$ cat config.mk
export PLATFORM = sky130hd
export DESIGN_NAME = ex_stage
export DESIGN_NICKNAME = d
export VERILOG_FILES = /design/src/source/ex_pkg.sv /design/src/source/ex_alu.sv /design/src/source/ex_branch_unit.sv /design/src/source/ex_stage.sv
export SDC_FILE = /design/constraint.sdc
export NUM_CORES = 1
export LEC_CHECK = 0
export BUFFER_PORTS_ARGS = -buffer_cell sky130_fd_sc_hd__buf_2
export CAP_MARGIN = 20
export CORE_MARGIN = 3
export CORE_UTILIZATION = 25
export DETAILED_ROUTE_END_ITERATION = 7
export GPL_ROUTABILITY_DRIVEN = 0
export PLACE_DENSITY = 0.43
export SLEW_MARGIN = 10
export SYNTH_ARGS = -nofsm -noshare
export SYNTH_HDL_FRONTEND = slang
export SYNTH_SLANG_ARGS = --single-unit
$ cat constraint.sdc
create_clock -name clk_i -period 13.7 [get_ports clk_i]
set_input_delay 0.685 -clock clk_i [delete_from_list [all_inputs] [get_ports clk_i]]
set_output_delay 0.685 -clock clk_i [all_outputs]
set_load 0.03 [all_outputs]
$ cat src/source/ex_pkg.sv
`default_nettype none

package ex_pkg;

    localparam int WORD_SIZE = 32;
    localparam int ADDR_SIZE = 32;
    localparam int REG_SIZE  = 5;

    // Distance to the next sequential instruction
    localparam int PC_INCR   = 4;

    typedef enum logic [4:0] {
        ALU_ADD  = 5'd0,
        ALU_SUB  = 5'd1,
        ALU_AND  = 5'd2,
        ALU_OR   = 5'd3,
        ALU_XOR  = 5'd4,
        ALU_SLL  = 5'd5,
        ALU_SRL  = 5'd6,
        ALU_SRA  = 5'd7,
        ALU_SLT  = 5'd8,
        ALU_SLTU = 5'd9,
        // Conditional branches
        ALU_BEQ  = 5'd10,
        ALU_BNE  = 5'd11,
        ALU_BLT  = 5'd12,
        ALU_BGE  = 5'd13,
        ALU_BLTU = 5'd14,
        ALU_BGEU = 5'd15,
        // Unconditional jumps
        ALU_JAL  = 5'd16,
        ALU_JALR = 5'd17
    } alu_opcode_e;

    typedef enum logic [1:0] {
        MEM_BYTE = 2'd0,
        MEM_HALF = 2'd1,
        MEM_WORD = 2'd2
    } memop_type_e;

    typedef struct packed {
        logic                 valid;
        alu_opcode_e          alu_opcode;
        logic                 rf_we;
        logic [REG_SIZE-1:0]  rf_waddr;
        memop_type_e          memop_type;
        logic                 memop_rd;
        logic                 memop_wr;
        logic                 memop_sign_ext;
        logic                 finish_test;
        logic [WORD_SIZE-1:0] alu_src_a;
        logic [WORD_SIZE-1:0] alu_src_b;
        logic [WORD_SIZE-1:0] br_src_a;
        logic [WORD_SIZE-1:0] br_src_b;
        logic [WORD_SIZE-1:0] rf_st_data;
        logic [ADDR_SIZE-1:0] pc;
    } id_ex_t;

    typedef struct packed {
        logic                 valid;
        logic                 rf_we;
        logic [REG_SIZE-1:0]  rf_waddr;
        memop_type_e          memop_type;
        logic                 memop_rd;
        logic                 memop_wr;
        logic                 memop_sign_ext;
        logic                 is_jump;
        logic                 finish_test;
        logic [WORD_SIZE-1:0] alu_res;
        logic [WORD_SIZE-1:0] rf_st_data;
        logic [ADDR_SIZE-1:0] seq_pc;
    } ex_mem_t;

endpackage : ex_pkg

`default_nettype wire

$ cat src/source/ex_alu.sv
`timescale 1ns/1ps
`default_nettype none

module ex_alu
    import ex_pkg::*;
(
    input  alu_opcode_e          alu_opcode_i,
    input  logic [WORD_SIZE-1:0] src_a_i,
    input  logic [WORD_SIZE-1:0] src_b_i,
    output logic [WORD_SIZE-1:0] alu_res_o
);

    logic [WORD_SIZE-1:0] sum;
    logic [WORD_SIZE-1:0] diff;
    logic [4:0]           shamt;
    logic                 lt_signed;
    logic                 lt_unsigned;

    // Shared adder, also forms branch and jump targets
    assign sum   = src_a_i + src_b_i;
    assign diff  = src_a_i - src_b_i;
    assign shamt = src_b_i[4:0];

    assign lt_signed   = $signed(src_a_i) < $signed(src_b_i);
    assign lt_unsigned = src_a_i < src_b_i;

    always_comb begin
        case (alu_opcode_i)
            ALU_ADD: begin
                alu_res_o = sum;
            end
            ALU_SUB: begin
                alu_res_o = diff;
            end
            ALU_AND: begin
                alu_res_o = src_a_i & src_b_i;
            end
            ALU_OR: begin
                alu_res_o = src_a_i | src_b_i;
            end
            ALU_XOR: begin
                alu_res_o = src_a_i ^ src_b_i;
            end
            ALU_SLL: begin
                alu_res_o = src_a_i << shamt;
            end
            ALU_SRL: begin
                alu_res_o = src_a_i >> shamt;
            end
            ALU_SRA: begin
                alu_res_o = WORD_SIZE'($signed(src_a_i) >>> shamt);
            end
            ALU_SLT: begin
                alu_res_o = {{(WORD_SIZE-1){1'b0}}, lt_signed};
            end
            ALU_SLTU: begin
                alu_res_o = {{(WORD_SIZE-1){1'b0}}, lt_unsigned};
            end
            // Operands here are pc or rs1 plus the immediate
            ALU_BEQ, ALU_BNE, ALU_BLT, ALU_BGE, ALU_BLTU, ALU_BGEU,
            ALU_JAL, ALU_JALR: begin
                alu_res_o = sum;
            end
            default: begin
                alu_res_o = sum;
            end
        endcase
    end

endmodule : ex_alu

`default_nettype wire

$ cat src/source/ex_branch_unit.sv
`timescale 1ns/1ps
`default_nettype none

module ex_branch_unit
    import ex_pkg::*;
(
    input  alu_opcode_e          alu_opcode_i,
    input  logic [WORD_SIZE-1:0] br_src_a_i,
    input  logic [WORD_SIZE-1:0] br_src_b_i,
    output logic                 taken_o,
    output logic                 is_jump_o
);

    logic equal;
    logic lt_signed;
    logic lt_unsigned;

    assign equal       = br_src_a_i == br_src_b_i;
    assign lt_signed   = $signed(br_src_a_i) < $signed(br_src_b_i);
    assign lt_unsigned = br_src_a_i < br_src_b_i;

    assign is_jump_o = (alu_opcode_i == ALU_JAL) || (alu_opcode_i == ALU_JALR);

    always_comb begin
        case (alu_opcode_i)
            ALU_BEQ:  taken_o = equal;
            ALU_BNE:  taken_o = !equal;
            ALU_BLT:  taken_o = lt_signed;
            ALU_BGE:  taken_o = !lt_signed;
            ALU_BLTU: taken_o = lt_unsigned;
            ALU_BGEU: taken_o = !lt_unsigned;
            // Jumps always redirect
            ALU_JAL,
            ALU_JALR: taken_o = 1'b1;
            default:  taken_o = 1'b0;
        endcase
    end

endmodule : ex_branch_unit

`default_nettype wire

$ cat src/source/ex_stage.sv
`timescale 1ns/1ps
`default_nettype none

module ex_stage
    import ex_pkg::*;
(
    input  logic                 clk_i,
    input  logic                 rst_n_i,

    // Pipeline control from the hazard logic
    input  logic                 stall_i,
    input  logic                 flush_i,

    // Decoded instruction from ID
    input  id_ex_t               id_ex_i,

    // Result toward MEM
    output ex_mem_t              ex_mem_o,

    // Redirect toward fetch
    output logic                 taken_o,
    output logic [ADDR_SIZE-1:0] target_o
);

    id_ex_t id_ex_d;
    id_ex_t id_ex_q;

    logic [WORD_SIZE-1:0] alu_res;
    logic                 br_taken;
    logic                 is_jump;
    logic [ADDR_SIZE-1:0] seq_pc;
    logic [ADDR_SIZE-1:0] jump_target;

    // Clears every control bit that could change architectural state
    function automatic id_ex_t make_bubble(input id_ex_t ins);
        id_ex_t bubble;
        bubble                = ins;
        bubble.valid          = 1'b0;
        bubble.rf_we          = 1'b0;
        bubble.memop_rd       = 1'b0;
        bubble.memop_wr       = 1'b0;
        bubble.finish_test    = 1'b0;
        bubble.alu_opcode     = ALU_ADD;
        return bubble;
    endfunction

    // ID/EX next state, stall has priority over flush
    always_comb begin
        if (stall_i) begin
            id_ex_d = id_ex_q;
        end else if (flush_i) begin
            id_ex_d = make_bubble(id_ex_i);
        end else begin
            id_ex_d = id_ex_i;
        end
    end

    // Payload keeps its value through reset
    always_ff @(posedge clk_i) begin
        if (!rst_n_i) begin
            id_ex_q <= make_bubble(id_ex_q);
        end else begin
            id_ex_q <= id_ex_d;
        end
    end

    ex_alu ex_alu_inst (
        .alu_opcode_i (id_ex_q.alu_opcode),
        .src_a_i      (id_ex_q.alu_src_a),
        .src_b_i      (id_ex_q.alu_src_b),
        .alu_res_o    (alu_res)
    );

    ex_branch_unit ex_branch_unit_inst (
        .alu_opcode_i (id_ex_q.alu_opcode),
        .br_src_a_i   (id_ex_q.br_src_a),
        .br_src_b_i   (id_ex_q.br_src_b),
        .taken_o      (br_taken),
        .is_jump_o    (is_jump)
    );

    assign seq_pc = id_ex_q.pc + ADDR_SIZE'(PC_INCR);

    // JALR target has its low bit forced to zero
    always_comb begin
        jump_target = alu_res[ADDR_SIZE-1:0];
        if (id_ex_q.alu_opcode == ALU_JALR) begin
            jump_target[0] = 1'b0;
        end
    end

    assign target_o = jump_target;

    // A bubble never redirects fetch
    assign taken_o = id_ex_q.valid & br_taken;

    always_comb begin
        ex_mem_o.valid          = id_ex_q.valid;
        ex_mem_o.rf_we          = id_ex_q.rf_we;
        ex_mem_o.rf_waddr       = id_ex_q.rf_waddr;
        ex_mem_o.memop_type     = id_ex_q.memop_type;
        ex_mem_o.memop_rd       = id_ex_q.memop_rd;
        ex_mem_o.memop_wr       = id_ex_q.memop_wr;
        ex_mem_o.memop_sign_ext = id_ex_q.memop_sign_ext;
        ex_mem_o.is_jump        = is_jump;
        ex_mem_o.finish_test    = id_ex_q.finish_test;
        ex_mem_o.rf_st_data     = id_ex_q.rf_st_data;
        ex_mem_o.seq_pc         = seq_pc;

        // Link value for jumps goes to rd
        if (is_jump) begin
            ex_mem_o.alu_res = WORD_SIZE'(seq_pc);
        end else begin
            ex_mem_o.alu_res = alu_res;
        end
    end

endmodule : ex_stage

`default_nettype wire

# After elaboration in Yosys (flattened, before gate mapping)
# Index checks and enable logic that the tools add are counted.
# totals
ff_bits,210
inputBits,214
wordCells,59
# op_classes
addsub,3
n_lt_le_gt_ge,4
n_eq_ne,18
shifts,3
n_mux,5
n_bitwise,5
n_reduce_logical,6
# op_table
op,count
$pmux W32 S9,1
$mux W210,1
$lt A32 B32 Y1,4
$eq A5 B4 Y1 const B,8
$add A32 B3 Y32 const B,1
$add A32 B32 Y32,1
$and A32 B32 Y32,1
$eq A32 B32 Y1,1
$mux W32,1
$or A32 B32 Y32,1
$shl A32 B5 Y32,1
$shr A32 B5 Y32,1
$sshr A32 B5 Y32,1
$sub A32 B32 Y32,1
$xor A32 B32 Y32,1
$eq A5 B3 Y1 const B,4
$eq A5 B2 Y1 const B,2
$eq A5 B5 Y1 const B,2
$pmux W1 S7,1
$eq A5 B1 Y1 const B,1
$logic_not A1 Y1,3
$reduce_and A2 Y1,1
$reduce_or A2 Y1,1
$and A1 B1 Y1,1
other kinds (3),3

# Depth between registers and ports, before layout
# Gate-level depths: netlist of run 1.
# logic_depth
word_depth,4
ltp_mapped,16

# Cells and area by module
# Synthesis of run 1 repeated with hierarchy kept, for this count alone.
# unflattened
cells_unflattened,1831
area_unflattened_um2,17302.8
# modules_own_cells
module,n_inst,cells_each,area_each_um2,seq_area_each_um2
ex_alu,1,1244,8526.9,0.0
ex_stage,1,464,7870.0,6206.0
ex_branch_unit,1,123,905.9,0.0

# Worst setup path after synthesis of run 1
# Ideal clock, no wire load.
# synth_timing
kind,input port to flip-flop
from,in rst_n_i
to,"reg id_ex_q, in the netlist ex_mem_o[101] (enable)"
t_arrival_ns,9.664
required_ns,12.916
path_slack_ns,3.252
path_stages,2
path_cell_list,clkbuf_1 > nor2b_1
# synth_between
elab_chain_cells,1
# synth_lines
element,line_no,rtl
"start, declared",ex_stage.sv:8,"input logic rst_n_i,"
$reduce_and A2 Y1 (no line),-,
"end signal, assigned",ex_stage.sv:61,id_ex_q <= make_bubble(id_ex_q);
"end signal, assigned",ex_stage.sv:63,id_ex_q <= id_ex_d;
"end, declared",ex_stage.sv:26,id_ex_t id_ex_q;
# No other way between the ends.
# A chain may end at the register's enable or synchronous reset.

==> results by stage, run 1 <==
Critical path:
- The start of the worst register-to-register path is id_ex_q[204].
- The setup check on the worst reg-to-reg path leaves a slack of 12.39 ns.
- The startpoint kind of the worst setup timing path is a register.
- The end of the worst register-to-register path is id_ex_q[204].
- The signal on the critical path passes through buf_4, inv_1, buf_4, ha_1, nor3b_1, o311ai_1, a2111oi_0, o31ai_1, a211oi_1, mux2_2, a21oi_1, a31oi_1, buf_2.
- The slowest library cell on the worst path is a2111oi_0.
- The worst setup path is of the register to primary output kind.
- The highest net fanout along the worst path is 59.
- The stage delay of the slowest cell on the critical path is 0.73 ns.
- The worst path buffer plus inverter count is 4.
- The cell that appears most often on the critical path is buf_4.
- The kind of cell with the highest combined delay along the critical path is compound AO/OA/AOI/OAI gates.
- At the worst endpoint, the arrival time is 5.11 ns.
- STA puts the critical path data required time at 13.02 ns.
- The number of cells on the worst reg-to-reg path is 3.
- The type of element capturing the critical path is a primary output.
- In this run the number of cells on the critical path is 13.

Finish:
- The utilization after layout is 0.3006.
- The area growth from synthesis to layout is 18.51%.
- Once layout is done, the placed cells without fillers occupy 21120 um2.
- Of the cells placed in the final design, the portion with a size suffix greater than 1 is 0.2576.
- Leaving out fill and tap cells, the most frequent cell in the layout is buf_2.
- The library cells used most frequently in the layout, excluding fill and tap cells, are buf_2 (356), nor2_1 (206), edfxtp_1 (200).
- The final net count is 2463.
- The final instance count without filler cells is 3085.

Clocking:
- Clock tree synthesis selected as its root buffer the cell clkbuf_16.
- TritonCTS built the clock tree.
- The buffers inserted during post-CTS setup optimization is 0.
- In this run, post-CTS hold repair placed 0 buffers.
- Buffers inserted during clock tree synthesis total 28.
- After clock tree synthesis, the repair step resized 0 gates.
- The number of buffers between clock root and the deepest sink is 3.
- The number of H-tree levels is 1.
- The clock drives 210 sinks.
- After clock tree synthesis, the clock-pin slew on the worst setup and hold paths is 0.06 ns.
- The clock network latency to the later pin of the worst-skew pair is 0.58 ns.

Timing:
- Adding up every negative setup slack in the final design gives 0 ns.
- In the finished design, the share of the clock period the worst path needs comes to 0.4228.
- Measured against its own limit, the worst slew margin works out to 0.2264.
- The final period demand of the worst path is 5.793 ns.
- The worst setup skew after layout is 0 ns.
- Setup repair after global routing left no endpoint under its margin.
- The final number of max-transition violations is 0.
- The number of setup violations in the final report is 0.
- The number of endpoints with negative hold slack in the final report is 0.
- The slack of the critical path is 7.907 ns.
- The maximum operating frequency is 172.6 MHz.
- The tightest hold path in the finished design has a slack of 0.2645 ns.
- The pin slew with the least headroom to its limit is 1.131 ns.

Routing:
- For this run, design rule violations remaining after detail routing come to 0.
- Detailed routing inserted a total of 16376 vias.
- After detailed routing, the average wire length per cell comes to 23.50 um.
- Dividing the detail-routed via count by the number of cells gives 5.308.
- The first detailed-routing pass took 6 iterations.
- The total wire length is 72490 um.
- The residual antenna-violating net count after detailed routing is 0.
- The number of DRC markers in iteration 0 is 1608.

Global route:
- The maximum number of pins on one net before global-route repair is 88.
- The most heavily used metal layer in global routing is met2.
- The met2 routing resource usage after global routing is 0.3082.
- The number of global-route vias before repair is 16086.
- For this run, global-route usage on met3 was measured as 0.03793.
- The wire length of the first global-routing pass is 106300 um.
- In the global route stage, overall resource usage came out at 0.1869.
- The initial antenna violation count is 10.
- For this run the aggregate overflow at the end of global routing stands at 0.
- The met1 layer usage reported by global route is 0.2476.

Power:
- The completed layout was analyzed and its total power is 2.378 mW.
- The worst-case IR drop observed on VDD is 0.00009169 V.
- Of the total power, the clock network draws 0.326.
- The power share of the combinational group is 0.340.
- In this run the static leakage power is 8.636 nW.
- The switching portion of total power is 0.3680.
- The portion of total power attributed to sequential cells is 0.333.
- Dividing total power by cell area gives a power density of 112.6 nW/um2.
- The analysis attributes to net switching a power of 0.8749 mW.
- The internal portion of the total power is 1.503 mW.

Floorplanning:
- The die footprint is 74520 um2.
- The starting utilization of the core area is 0.2536.
- The total area inside the core boundary comes to 70270 um2.
- The height of the die is 273.0 um.
- The row count is 97.
- The I/O pin count is 357.
- In this run the horizontal extent of the chip is 273.0 um.

Min path:
- The worst hold path belongs to the class input pin to register.
- The hold path startpoint is id_ex_i[49].
- The number of cells on the worst hold path is 1.
- For hold timing, the worst endpoint is ex_mem_o[49].

Yosys:
- The synthesized flop and latch total is 210.
- Yosys printed 0 warnings.
- The number of instances in the synthesized netlist is 1867.
- The share of synthesized flip-flops with an asynchronous set or reset is 0.
- After synthesis, the cell types taking the most area are edfxtp_1 (34%), ha_1 (9.1%), mux4_2 (6.8%), nor2_1 (4.3%), a21oi_1 (3.4%).
- The synthesized area per cell is 9.545 um2.
- The share of synthesized area in the top cell type comes to 0.3370.
- In the synthesized netlist the dominant register cell turns out to be edfxtp_1.
- The proportion of synthesized chip area in sequential cells is 0.3482.
- The number of distinct library cells after synthesis is 93.
- The post-synthesis net count is 2213.
- The mapped netlist covers 17820 um2.
- Of all cell types, the one taking the most synthesized area is edfxtp_1.
- In this run, synthesis inferred 200 flip-flops with an integrated enable.

Run status:
- The run finished with clean final reports.

Place:
- The post-place instance area is 20100 um2.
- Input and output buffers added on the ports amount to 356.
- The wire-length estimate of the detail-placed layout is 56140 um.
- Before CTS, the worst setup slack after placement is 8.536 ns.
- Including well taps, the total number of placed cells is 3026.

Job:
- Across the run, the number of max-cap violations was 0.
==> state kept, by name (all words and copies together), names as in the netlist <==
signal and cells:
ex_mem_o 45, id_ex_q 165
==> worst max-delay path by stage <==
stage,start,endpoint,slack (ns)
2_1_floorplan,rst_n_i,ex_mem_o[101],3.25
3_3_place_gp,id_ex_q[130],ex_mem_o[91],8.64
3_5_place_dp,id_ex_q[130],ex_mem_o[82],8.54
4_1_cts,id_ex_q[130],ex_mem_o[82],7.87
5_1_grt,id_ex_q[130],ex_mem_o[82],7.45
6_report,id_ex_q[130],ex_mem_o[82],7.91
==> synth_stat cells, drive strengths merged (45+ instances only) <==
| master | number |
|---|---|
| buf | 102 |
| edfxtp | 200 |
| inv | 138 |
| nand3 | 58 |
| nor3 | 45 |
| mux4 | 61 |
| o21ai | 86 |
| ha | 130 |
| clkbuf | 62 |
| nand2 | 111 |
| a21oi | 120 |
| nor2 | 207 |
==> metal layers <==
layer	wire [um]	part of all wire	up-vias
met5	41	0.00057	-
met2	33630	0.46	828
li1	-	-	7457
met3	6055	0.084	147
met1	30370	0.42	7938
met4	2402	0.033	6
==> final cells by class <==
class,instances,area (um2)
Multi-Input combinational cell,1354,10190
Clock inverter,13,192.7
Fill cell,7412,49150
Inverter,139,521.8
Clock buffer,39,782.0
Sequential cell,210,6206
Antenna cell,6,15.01
Tap cell,940,1176
Timing Repair Buffer,384,2032
==> cell families after synthesis <==
family | Yosys count | synth area share
multiplexers | 122 | 0.1151
flip-flops | 210 | 0.3482
adder cells (fa/ha/maj) | 132 | 0.09352
XOR/XNOR | 39 | 0.01917
AO/OA/AOI/OAI | 498 | 0.1936
AND/OR/NAND/NOR | 563 | 0.1493
buffers and inverters | 303 | 0.08109
==> power by group through the flow <==
stage               Sequential, mW  Combinational [mW]  Clock (mW)
floorplan                    0.795               0.560           0
global placement             0.805               0.801           0
detailed placement           0.806               0.801           0
CTS                          0.793               0.805       0.815
global route                 0.798               0.872       0.830
finish                       0.792               0.809       0.776
Power figures use the tool's default switching activity.
==> inputs of run 2 (changes only) <==
ABC_AREA = 1   (was unset)
PLACE_DENSITY = 0.42   (was 0.43)
clock period = 6 ns   (was 13.7 ns; I/O delays follow)
==> run 2 against run 1 <==
Net effect:
- setup slack got worse by 6.5 ns
- total power increased by 140%
- wire length increased by 21%
- global-route usage increased by 2.8 points
- largest cell class unchanged
- highest routed layer unchanged
==> results by stage, run 2 <==
Floorplanning:
- The starting utilization of the core area is 0.2531.
- In this run the core area contains 100 standard-cell rows.
- The die covers 78830 um2.
- 357 I/O pins were placed.
- The die is 280.8 um wide.
- The height of the die is 280.8 um.
- The region available for standard cell placement spans 74570 um2.

Routing:
- The detailed-routing iteration count for the pre-antenna-repair pass is 6.
- The number of DRC markers in iteration 0 is 1881.
- The detail route stage leaves a number of antenna-violating nets equal to 0.
- In the routed design, unresolved DRC markers number 0.
- The total wire length is 87830 um.
- In the routed layout, each cell is associated on average with a via count of 4.806.
- The number of vias after detailed routing is 20257.
- In the final routed layout, each cell accounts on average for 20.84 um.

Finish:
- The filler cells instantiated in the layout total 8283.
- The share of final-layout standard cells stronger than drive strength 1 is 0.1451.
- The final net count is 3563.
- In the layout the commonest cells are nand2_1 (821), nand3_1 (448), buf_2 (356).
- Leaving out fill and tap cells, the most frequent cell in the layout is nand2_1.
- The final instance count without filler cells is 4215.
- The growth of design area from synthesis to finish is 28.13%.
- The register with the most flip-flops in the layout has 165 of them.
- The register with the most flip-flops in the final layout is id_ex_q.
- Measured on the finished design, the core utilization comes to 0.3243.

Clocking:
- The number of H-tree levels is 1.
- The clock tree from TritonCTS is yes.
- The sink count of the clock tree is 210.
- The longest clock path from root to sink contains 3 buffers.
- The tree is rooted in a clkbuf_16.
- Counting the buffers created by CTS gives 29.
- After clock tree synthesis, the flow added hold-fix buffers numbering 210.
- At the later pin of the worst-skew pair, clock insertion delay measures 0.58 ns.
- Post-CTS timing repair inserted 0 buffers for setup.
- After clock tree synthesis, the repair step resized 0 gates.
- Clock-pin slew was measured on the worst setup and hold paths at 0.06 ns.

Critical path:
- The worst register-to-register path begins at id_ex_q[205].
- In this run the worst setup path begins at id_ex_q[132].
- For the worst setup path, the data arrival time is 4.25 ns.
- The worst setup path is captured at a primary output.
- The data required time at the worst endpoint is 5.70 ns.
- The startpoint kind of the worst setup timing path is a register.
- The worst setup path is of the register to primary output kind.
- The highest net fanout along the worst path is 25.

Yosys:
- For this run, the register share of the synthesized area comes to 0.3288.
- Ranked by total cell area, the synthesized netlist is headed by edfxtp_1 (32%), nand2_1 (16%), nand3_1 (12%), ha_1 (8.6%), inv_1 (7.1%).
- The synthesized area per cell is 6.856 um2.
- The synthesized flop and latch total is 210.
- The cell area that synthesis handed to floorplanning was 18880 um2.
- The leading register cell type out of synthesis is edfxtp_1.
- The post-synthesis net count is 3099.
- The number of flops mapped to enable cells by yosys is 200.
- The library cell with the highest instance count after synthesis is nand2_1.
- After synthesis, the most frequently instantiated cells are nand2_1 (821), nand3_1 (448), inv_1 (356).
- The share of synthesized area in the top cell type comes to 0.3182.
- Synthesis produced a netlist whose cell count is 2753.
- The number of distinct library cells after synthesis is 50.
- The share of synthesized flip-flops with an asynchronous set or reset is 0.
- The library cell with the largest summed area after synthesis is edfxtp_1.
- The warning count from the yosys run is 0.

Global route:
- The aggregate global routing overflow is 0.
- For this run, the total global-route usage over all layers was measured as 0.2152.
- The number of global-route vias before repair came to 19457.
- The maximum number of pins on one net before global-route repair is 99.
- The initial antenna violation count is 8.
- The first global-routing pass estimated 126300 um of wire.

Min path:
- The hold path startpoint is stall_i.
- In this run the worst hold path is classified as input pin to register.

Timing:
- The post-route fraction of the period consumed by the critical path is 0.7590.
- Subtracting the final worst setup slack from the clock period gives 4.554 ns.
- Headroom to the max-slew limit came out at 0.3636.
- In the post-route analysis, the smallest setup slack over all paths is 1.446 ns.
- Setup violations remaining at the end of the flow were counted as 0.
- Setup repair after global routing left no endpoint under its margin.
- For this run, the top clock speed supported by timing is 219.6 MHz.
- The aggregate negative setup slack is 0 ns.
- The number of endpoints with negative hold slack in the final report came to 0.
- For the pin with the worst max-slew slack, the measured transition is 0.9546 ns.
- The worst setup skew after layout is 0 ns.
- The final number of max-transition violations is 0.

Power:
- Summed over all cells, the static leakage comes to 11.75 nW.
- Power spread over the standard cell area amounts to 231.7 nW/um2.
- IR analysis of the VDD net gives a maximum drop of 0.0001757 V.
- Total power for the finished layout comes to 5.604 mW.

Place:
- The count of input and output buffers is 356.
- The sum of net half-perimeters after detailed placement is 70280 um.
- The pre-CTS worst setup slack is 2.274 ns.
- Once placement completed, the tool counted placed cells totaling 3945.

Run status:
- The flow ran to the end, and the final reports show no timing, DRC or antenna violations.

Job:
- The number of maximum-capacitance constraint violations is 0.
run 2: cell types whose count changed in the layout (fill, tap and decap cells not counted), sizes merged, moves of 30 or more:
cell	previous run	this run
nand2	111	833
nand3	58	460
inv	139	367
dlygate4sd3	0	210
mux4	61	0
mux2i	31	0
mux2	30	0
run 2: logic make-up after synthesis:
logic type | synth area share
compound gates | 0.07080
flops | 0.3288
fa+ha+maj | 0.08829
buf+inv | 0.1194
xor+xnor | 0.01757
simple gates | 0.3751
run 2: per-stage QoR:
| stage | hold slack [ns] | cell area, um2 |
|---|---|---|
| global placement | 0.4448 | 21150 |
| floorplan | 0.3989 | 18880 |
| global route | 0.1105 | 24180 |
| CTS | 0.06283 | 24170 |
| finish | 0.08425 | 24180 |
| detailed placement | 0.4463 | 21150 |
run 2: cell type report:
cell class / instances / area [um2] / share of cell area
inverters: 368 / 1384 / 0.05722
multi-input cells: 2025 / 10430 / 0.4312
flip-flops and latches: 210 / 6206 / 0.2566
clock buffers: 40 / 777.0 / 0.03213
repair buffers: 583 / 4024 / 0.1664
clock inverters: 14 / 137.6 / 0.005691
diodes: 6 / 15.01 / 0.0006208
well taps: 969 / 1212 / 0.05013
run 2: final timing paths:
kind	depth (start not counted)	slack (ns)	endpoint
setup / recovery	12	1.45	ex_mem_o[77]
setup reg to reg	2	5.13	id_ex_q[205]
hold / removal	3	0.08	id_ex_q[204]
hold reg to reg	2	0.45	ex_mem_o[96]
run 2: report_power, final:
group / internal, mW / switching (mW) / leakage (nW)
combinational: 0.620 / 1.48 / 9.34
clock: 0.991 / 0.705 / 0.449
sequential: 1.72 / 0.0914 / 1.96
run 2: critical path: stages, from the launching register on:
cell      delay [ns]
edfxtp_1        0.97
inv_1           0.16
ha_1            0.48
nand2_1         0.10
nand2_1         0.11
inv_1           0.09
nand2_1         0.19
nand2_1         0.11
nand2_1         0.16
o21ai_0         0.58
nand3_1         0.34
nand2_1         0.12
buf_2           0.20
run 2: metal layers:
layer,GRT usage,wire (um),up-vias
met2,0.3393,39220,821
met3,0.03771,6294,129
met1,0.2922,38340,9388
li1,-,-,9917
met4,0.08480,3956,2
met5,0,13,-
